File: config.mk
export PLATFORM = sky130hd
export DESIGN_NAME = serial_link
export DESIGN_NICKNAME = d
export VERILOG_FILES = /design/src/design/serial_link_pkg.sv /design/src/design/payload_stream_if.sv /design/src/design/ddr_capture.sv /design/src/design/frame_receiver.sv /design/src/design/frame_transmitter.sv /design/src/design/serial_link.sv
export SDC_FILE = /design/constraint.sdc
export NUM_CORES = 1
export LEC_CHECK = 0
export ABC_AREA = 0
export BUFFER_PORTS_ARGS = -buffer_cell sky130_fd_sc_hd__buf_4
export CORE_MARGIN = 2
export CORE_UTILIZATION = 40
export CTS_CLUSTER_SIZE = 16
export DETAILED_ROUTE_END_ITERATION = 6
export PLACE_DENSITY = 0.63
export SETUP_SLACK_MARGIN = 0.02
export SYNTH_ARGS = -nofsm -noshare
export SYNTH_HDL_FRONTEND = slang
export SYNTH_SLANG_ARGS = --single-unit
export TNS_END_PERCENT = 5
File: constraint.sdc
create_clock -name ddr_clk_i -period 5.8 [get_ports ddr_clk_i]
set_input_delay 0.87 -clock ddr_clk_i [delete_from_list [all_inputs] [get_ports ddr_clk_i]]
set_output_delay 0.87 -clock ddr_clk_i [all_outputs]
set_load 0.01 [all_outputs]
File: src/design/serial_link_pkg.sv
// Shared types and constants for the serial link physical and link layer.
// Imported by the interface, the receiver, the transmitter and the top level.

package serial_link_pkg;

  // ----------------------------------------------
  // Frame format
  // ----------------------------------------------

  // Data bytes that follow the tag byte
  localparam int BYTES_PER_FRAME = 8;

  // Receiver byte lanes, one per byte position plus the tag
  localparam int LANES = BYTES_PER_FRAME + 1;

  // Width of the data byte index in both state machines
  localparam int BYTE_IDX_W = $clog2(BYTES_PER_FRAME);

  // Frame tag; only bits 6:0 are significant on the wire
  typedef enum logic [7:0] {
    Idle  = 8'd0,
    TagAW = 8'd1,
    TagW  = 8'd2,
    TagAR = 8'd3,
    TagR  = 8'd4
  } tag_e;

  // Tag occupies the top byte so the tag lane lands at the MSB end
  typedef struct packed {
    tag_e        tag;
    logic [63:0] data;
  } phy_payload_t;

  // ----------------------------------------------
  // Serializer and deframer states
  // ----------------------------------------------
  typedef enum logic {
    PhyIdle,
    PhyBusy
  } phy_state_e;

endpackage

File: src/design/payload_stream_if.sv
// Valid/ready stream carrying one link payload between blocks.
// A beat transfers in any cycle where valid and ready are both high.
`timescale 1ns/100ps

interface payload_stream_if;

  import serial_link_pkg::*;

  logic         valid;
  logic         ready;
  phy_payload_t payload;

  // Producer side, payload held while valid and not ready
  modport src (
    output valid,
    output payload,
    input  ready
  );

  // Consumer side
  modport dst (
    input  valid,
    input  payload,
    output ready
  );

endinterface

File: src/design/ddr_capture.sv
// Input stage of the 4-bit DDR pin bus. Samples both clock phases and
// presents one whole byte per rising edge, two cycles after it left the pins.
`timescale 1ns/100ps

module ddr_capture (
  input  logic       ddr_clk_i,
  input  logic       rst_ni,
  input  logic [3:0] ddr_i,
  output logic [7:0] rx_byte_o
);

  logic [3:0] ddr_lo_q;
  logic [3:0] ddr_hi_q;
  logic [7:0] ddr_q2;

  // Low nibble is driven during the high phase
  always_ff @(negedge ddr_clk_i or negedge rst_ni) begin
    if (!rst_ni) begin
      ddr_lo_q <= '0;
    end else begin
      ddr_lo_q <= ddr_i;
    end
  end

  // High nibble is driven during the low phase
  always_ff @(posedge ddr_clk_i or negedge rst_ni) begin
    if (!rst_ni) begin
      ddr_hi_q <= '0;
    end else begin
      ddr_hi_q <= ddr_i;
    end
  end

  // Retime the nibble pair so a full byte changes on the rising edge
  always_ff @(negedge ddr_clk_i or negedge rst_ni) begin
    if (!rst_ni) begin
      ddr_q2 <= '0;
    end else begin
      ddr_q2 <= {ddr_hi_q, ddr_lo_q};
    end
  end

  always_ff @(posedge ddr_clk_i or negedge rst_ni) begin
    if (!rst_ni) begin
      rx_byte_o <= '0;
    end else begin
      rx_byte_o <= ddr_q2;
    end
  end

endmodule

File: src/design/frame_receiver.sv
// Link receiver. Deframes the byte stream into nine lane FIFOs, spots
// returned credits in bit 7 and offers a frame once every lane holds a byte.
`timescale 1ns/100ps

module frame_receiver #(
  parameter int FIFO_DEPTH = 4
) (
  input  logic             ddr_clk_i,
  input  logic             rst_ni,
  input  logic [7:0]       rx_byte_i,
  output logic             credit_rcvd_o,
  output logic             frame_popped_o,
  payload_stream_if.src    rx
);

  import serial_link_pkg::*;

  localparam int PTR_W = (FIFO_DEPTH > 1) ? $clog2(FIFO_DEPTH) : 1;
  localparam int CNT_W = $clog2(FIFO_DEPTH + 1);

  phy_state_e            state_d, state_q;
  logic [BYTE_IDX_W-1:0] index_d, index_q;

  logic [LANES-1:0]      lane_push;
  logic [LANES-1:0]      lane_valid;
  logic [LANES-1:0][7:0] lane_data_out;
  logic                  lane_pop;

  // ----------------------------------------------
  // Deframer
  // ----------------------------------------------
  always_comb begin
    state_d       = state_q;
    index_d       = index_q;
    lane_push     = '0;
    credit_rcvd_o = 1'b0;

    unique case (state_q)
      PhyIdle: begin
        // Any tag value other than Idle opens a frame
        if (rx_byte_i[6:0] != 7'd0) begin
          state_d              = PhyBusy;
          index_d              = '0;
          lane_push[LANES-1]   = 1'b1;
        end
        if (rx_byte_i[7]) begin
          credit_rcvd_o = 1'b1;
        end
      end
      PhyBusy: begin
        index_d   = index_q + 1'b1;
        lane_push = LANES'(1) << index_q;
        if (index_q == BYTE_IDX_W'(BYTES_PER_FRAME - 1)) begin
          state_d = PhyIdle;
        end
      end
      default: state_d = PhyIdle;
    endcase
  end

  always_ff @(posedge ddr_clk_i or negedge rst_ni) begin
    if (!rst_ni) begin
      state_q <= PhyIdle;
      index_q <= '0;
    end else begin
      state_q <= state_d;
      index_q <= index_d;
    end
  end

  // ----------------------------------------------
  // Lane FIFOs
  // ----------------------------------------------
  for (genvar i = 0; i < LANES; i++) begin : gen_lane
    logic [7:0]       mem [FIFO_DEPTH];
    logic [PTR_W-1:0] wr_ptr_q, rd_ptr_q;
    logic [CNT_W-1:0] count_q;
    logic [7:0]       data_in;

    // Bit 7 of the tag byte is flow control, not payload
    assign data_in = (i == LANES - 1) ? (rx_byte_i & 8'h7F) : rx_byte_i;

    always_ff @(posedge ddr_clk_i or negedge rst_ni) begin
      if (!rst_ni) begin
        wr_ptr_q <= '0;
        rd_ptr_q <= '0;
        count_q  <= '0;
      end else begin
        if (lane_push[i]) begin
          wr_ptr_q <= (wr_ptr_q == PTR_W'(FIFO_DEPTH - 1)) ? '0 : wr_ptr_q + 1'b1;
        end
        if (lane_pop) begin
          rd_ptr_q <= (rd_ptr_q == PTR_W'(FIFO_DEPTH - 1)) ? '0 : rd_ptr_q + 1'b1;
        end
        if (lane_push[i] && !lane_pop) begin
          count_q <= count_q + 1'b1;
        end else if (!lane_push[i] && lane_pop) begin
          count_q <= count_q - 1'b1;
        end
      end
    end

    always_ff @(posedge ddr_clk_i) begin
      if (lane_push[i]) begin
        mem[wr_ptr_q] <= data_in;
      end
    end

    assign lane_valid[i]    = (count_q != '0);
    assign lane_data_out[i] = mem[rd_ptr_q];
  end

  // A frame is ready once every lane has a byte
  assign rx.valid       = &lane_valid;
  assign rx.payload     = phy_payload_t'(lane_data_out);
  assign lane_pop       = rx.valid & rx.ready;
  assign frame_popped_o = lane_pop;

endmodule

File: src/design/frame_transmitter.sv
// Link transmitter. Tracks send credits and credits owed to the far side,
// serializes tag plus eight data bytes and drives the 4-bit DDR pins.
`timescale 1ns/100ps

module frame_transmitter #(
  parameter int INIT_CREDITS = 3
) (
  input  logic                        ddr_clk_i,
  input  logic                        rst_ni,
  input  logic                        tx_valid_i,
  input  serial_link_pkg::phy_payload_t tx_payload_i,
  output logic                        tx_ready_o,
  input  logic                        credit_rcvd_i,
  input  logic                        frame_popped_i,
  output logic [3:0]                  ddr_o
);

  import serial_link_pkg::*;

  // Credits are conserved across the link, so INIT_CREDITS bounds both counters
  localparam int CNT_W = $clog2(INIT_CREDITS + 1);

  phy_state_e            state_d, state_q;
  logic [BYTE_IDX_W-1:0] index_d, index_q;
  logic [CNT_W-1:0]      credit_d, credit_q;
  logic [CNT_W-1:0]      to_return_d, to_return_q;
  logic [7:0]            data_out_d, data_out_q;

  // ----------------------------------------------
  // Serializer and credit bookkeeping
  // ----------------------------------------------
  always_comb begin
    state_d     = state_q;
    index_d     = index_q;
    credit_d    = credit_q;
    to_return_d = to_return_q;
    data_out_d  = '0;
    tx_ready_o  = 1'b0;

    unique case (state_q)
      PhyIdle: begin
        if (tx_valid_i && credit_q != '0) begin
          state_d    = PhyBusy;
          index_d    = '0;
          data_out_d = tx_payload_i.tag;
          credit_d   = credit_d - 1'b1;
        end
        // Owed credits ride on idle and tag bytes
        if (to_return_q != '0) begin
          data_out_d[7] = 1'b1;
          to_return_d   = to_return_d - 1'b1;
        end
      end
      PhyBusy: begin
        index_d    = index_q + 1'b1;
        data_out_d = tx_payload_i.data[index_q*8 +: 8];
        if (index_q == BYTE_IDX_W'(BYTES_PER_FRAME - 1)) begin
          state_d    = PhyIdle;
          tx_ready_o = 1'b1;
        end
      end
      default: state_d = PhyIdle;
    endcase

    if (credit_rcvd_i) begin
      credit_d = credit_d + 1'b1;
    end
    if (frame_popped_i) begin
      to_return_d = to_return_d + 1'b1;
    end
  end

  always_ff @(posedge ddr_clk_i or negedge rst_ni) begin
    if (!rst_ni) begin
      state_q     <= PhyIdle;
      index_q     <= '0;
      credit_q    <= CNT_W'(INIT_CREDITS);
      to_return_q <= '0;
    end else begin
      state_q     <= state_d;
      index_q     <= index_d;
      credit_q    <= credit_d;
      to_return_q <= to_return_d;
    end
  end

  // ----------------------------------------------
  // DDR output
  // ----------------------------------------------
  always_ff @(posedge ddr_clk_i or negedge rst_ni) begin
    if (!rst_ni) begin
      data_out_q <= '0;
    end else begin
      data_out_q <= data_out_d;
    end
  end

  // Low nibble in the high phase, high nibble in the low phase
  assign ddr_o = ddr_clk_i ? data_out_q[3:0] : data_out_q[7:4];

endmodule

File: src/design/serial_link.sv
// Top level of the serial link PHY. Joins the DDR input stage, the receiver,
// the credit path and the transmitter; payloads enter and leave on plain ports.
`timescale 1ns/100ps

module serial_link #(
  parameter int FIFO_DEPTH   = 4,
  parameter int INIT_CREDITS = 3
) (
  input  logic                  ddr_clk_i,
  input  logic                  rst_ni,

  input  logic                  tx_valid_i,
  input  serial_link_pkg::tag_e tx_tag_i,
  input  logic [63:0]           tx_data_i,
  output logic                  tx_ready_o,

  output logic                  rx_valid_o,
  input  logic                  rx_ready_i,
  output serial_link_pkg::tag_e rx_tag_o,
  output logic [63:0]           rx_data_o,

  input  logic [3:0]            ddr_i,
  output logic [3:0]            ddr_o
);

  import serial_link_pkg::*;

  logic         [7:0] rx_byte;
  logic               credit_rcvd;
  logic               frame_popped;
  phy_payload_t       tx_payload;

  payload_stream_if rx_stream ();

  assign tx_payload = '{tag: tx_tag_i, data: tx_data_i};

  assign rx_valid_o      = rx_stream.valid;
  assign rx_stream.ready = rx_ready_i;
  assign rx_tag_o        = rx_stream.payload.tag;
  assign rx_data_o       = rx_stream.payload.data;

  // ----------------------------------------------
  // Input side
  // ----------------------------------------------
  ddr_capture i_ddr_capture (
    .ddr_clk_i ( ddr_clk_i ),
    .rst_ni    ( rst_ni    ),
    .ddr_i     ( ddr_i     ),
    .rx_byte_o ( rx_byte   )
  );

  frame_receiver #(
    .FIFO_DEPTH ( FIFO_DEPTH )
  ) i_frame_receiver (
    .ddr_clk_i      ( ddr_clk_i    ),
    .rst_ni         ( rst_ni       ),
    .rx_byte_i      ( rx_byte      ),
    .credit_rcvd_o  ( credit_rcvd  ),
    .frame_popped_o ( frame_popped ),
    .rx             ( rx_stream    )
  );

  // ----------------------------------------------
  // Output side
  // ----------------------------------------------
  frame_transmitter #(
    .INIT_CREDITS ( INIT_CREDITS )
  ) i_frame_transmitter (
    .ddr_clk_i      ( ddr_clk_i    ),
    .rst_ni         ( rst_ni       ),
    .tx_valid_i     ( tx_valid_i   ),
    .tx_payload_i   ( tx_payload   ),
    .tx_ready_o     ( tx_ready_o   ),
    .credit_rcvd_i  ( credit_rcvd  ),
    .frame_popped_i ( frame_popped ),
    .ddr_o          ( ddr_o        )
  );

endmodule

==> metrics.cfg <==
[sta]
fin_skew_ps=25.4
setup_tns_ps=0
rsz0062_at_grt=false
setup-violations-final=0
slew_viol_final=0
hold_viol=0
tightestPinTransition_ps=1000
slew-limit-headroom_pct=33.0
holdWs_ps=205

[setup_path]
cp_cell_sequence=clkbuf_16, clkbuf_16, mux2_2, buf_4
slowest_stage=mux2_2
path_class=clk2out
critPathArrivalTime_ps=3610
cp-start-kind=clock port
critical-path-max-stage-delay_ps=290
cp_data_required_time_ps=4930
crit_fanout=2
critPathMostFrequentCell=clkbuf_16
reg2reg_depth=0
worstSetupEndpointType=output pin

[clocking]
clock_latency_ps=670
cts_tree=yes
cts-hold-fix-buffers=0
cts_resized=0
post_cts_buffers=0
clk_pin_slew_worst_paths_ps=60

[status]
outcome=finished clean

[cells_and_area]
fin_nets=1198
synthToLayoutAreaGrowth_pct=19.3
final_area_um2=19300
layout_commonest_cell=edfxtp_1
final_cell_mix=284 x edfxtp_1, 166 x buf_4, 93 x dfrtp_1
utilization_pct=48.4
drive_gt1_share_pct=32.9
fill_cells=3342
n_antenna_cell=0
finalNonFillerCells=1602

[floorplan]
die_width_um=205
initial_core_util_pct=40.6
core_um2=39800
die_area_um2=42000
rows=73
die_h_um=205
ios=158

[route]
drt_iter0_drc=420
drcViolationCount=0
via_per_inst=4.97
avgRoutedWirePerCell_um=18.9
postRouteAntennaNets=0
routed-via-count=7968
dr.pass1.iters=4
totalWireLength_um=30200

[place]
gp_congestion=0.694
dp_hpwl_um=18900
dpl-instance-area_um2=17900
io_buffer_count=156
placed_cells=1525

[yosys]
ys_ff_latch=391
ys.flop_type=edfxtp_1
syn_nets=1019
synth.cell_area_um2=16100
synth_cell_type_count=44
avgSynthCellArea_um2=18.6
synth_edf_count=284
synthArstFlopShare_pct=27.4
yosysSeqAreaShare_pct=69.4
synth_warnings=0
syn-instance-count=867

[global_routing]
first_global_vias=8407
antenna_found_initial=0
grt_pass1_wl_um=47300
grt_usage_pct=15.0
grt_max_degree=66
gr-total-overflow=0

[pwr]
p_per_area_nw_per_um2=513
ir_drop_mv=0.178
leakage_nw=7.32

[flow_run]
cap_violations=0

[worst_hold_path]
hp-class=in2async

-- area by class of cell --
type                       instances  area [um^2]  share of cell area, %
sequential                       391        11200                   58.2
multi-input combinational        406         4640                   24.1
clock buffer                      60         1230                   6.37
timing repair buffer             162         1220                   6.31
tap                              525          657                   3.41
clock inverter                    21          174                  0.903
inverter                          37          139                  0.721
-- where the power goes --
group / internal, mW / total [mW] / switching, mW
combinational: 1.68 / 2.98 / 1.30
clock: 1.61 / 2.73 / 1.12
sequential: 3.55 / 4.16 / 0.608
-- kinds of logic (layout without fill, tap and decap cells) --
kind of cell	after synthesis	in the layout	share of synthesized area, %
buf+inv	70	280	1.87
fa+ha+maj	72	72	6.00
mux	129	129	15.4
xor+xnor	29	29	1.57
flops	391	391	69.4
compound gates	38	38	1.28
simple gates	137	137	4.41
other cells	1	1	0.0232
-- worst max-delay path: cells and delay by family --
| family | cells | cell delay, ps |
|---|---|---|
| buffers and inverters | 3 | 420 |
| multiplexers | 1 | 290 |
-- path summary, 6_finish.rpt --
kind	endpoint	slack (ps)	startpoint
setup / recovery	ddr_o[0]	1320	ddr_clk_i
hold / removal	i_frame_transmitter.data_out_q[3]$_DFF_PN0_	210	rst_ni
setup reg to reg	i_ddr_capture.ddr_q2[6]$_DFF_NN0_	2420	i_ddr_capture.ddr_hi_q[2]$_DFF_PN0_
hold reg to reg	i_ddr_capture.ddr_q2[3]$_DFF_NN0_	300	i_ddr_capture.ddr_lo_q[3]$_DFF_NN0_
max in group asynchronous	i_ddr_capture.ddr_q2[2]$_DFF_NN0_	2420	rst_ni
min in group ddr_clk_i	i_ddr_capture.ddr_q2[3]$_DFF_NN0_	300	i_ddr_capture.ddr_lo_q[3]$_DFF_NN0_
-- metrics by stage --
step / power, mW / setup WS, ps
after floorplan: 6.27 / 1750
after global placement: 7.26 / 1650
after detailed placement: 7.37 / 1650
after CTS: 10.0 / 1300
after global routing: 10.5 / 1310
final: 9.87 / 1320
-- Yosys cell counts (2+ instances only) --
cell        n  area [um^2]
fa_1        9          180
and2_0      3         18.8
clkbuf_1    8         30.0
nor2_1     36          135
mux2_2     15          169
dfstp_2     2         52.6
nand2_1    27          101
xnor2_1    10         87.6
dfrtn_1    12          300
a21oi_1     5         25.0
nor2b_1     2         12.5
buf_1       9         33.8
mux2_4     19          285
nor3_1      9         45.0
a22o_1      2         17.5
dfrtp_1    93         2330
inv_1      37          139
buf_6       2         22.5
ha_1       63          788
mux4_2     87         1960
or3_1       3         18.8
nand3_1     3         15.0
and3_1     25          156
and2_1     18          113
o21ai_0    28          140
edfxtp_1  284         8530
nand4_1     2         12.5
buf_4       3         22.5
xor2_1     19          166
buf_2      11         55.1
mux2i_1     8         80.1
-- state kept, by name (all words and copies together) (netlist names) --
register and cells:
i_ddr_capture.ddr_lo_q 4, i_frame_transmitter.state_q 1, i_frame_receiver.gen_lane.mem 284, i_ddr_capture.ddr_hi_q 4, i_frame_transmitter.index_q 3, i_frame_receiver.gen_lane.rd_ptr_q 18
i_frame_transmitter.to_return_q 2, i_frame_transmitter.credit_q 2, i_frame_receiver.gen_lane.count_q 27, i_frame_transmitter.data_out_q 8, i_frame_receiver.index_q 3, i_ddr_capture.ddr_q2 8
i_ddr_capture.rx_byte_o 8, i_frame_receiver.state_q 1, i_frame_receiver.gen_lane.wr_ptr_q 18
-- layer usage --
layer	wire, um	vias to the layer above	global-route usage (%)	share of wire, %
met2	15000	194	24.6	50
met5	0	-	0	0
li1	-	3673	-	-
met3	1650	56	3.98	5.5
met1	12900	4045	19.3	43
met4	686	0	4.96	2.3
No activity file was read; power rests on OpenSTA's default activity.
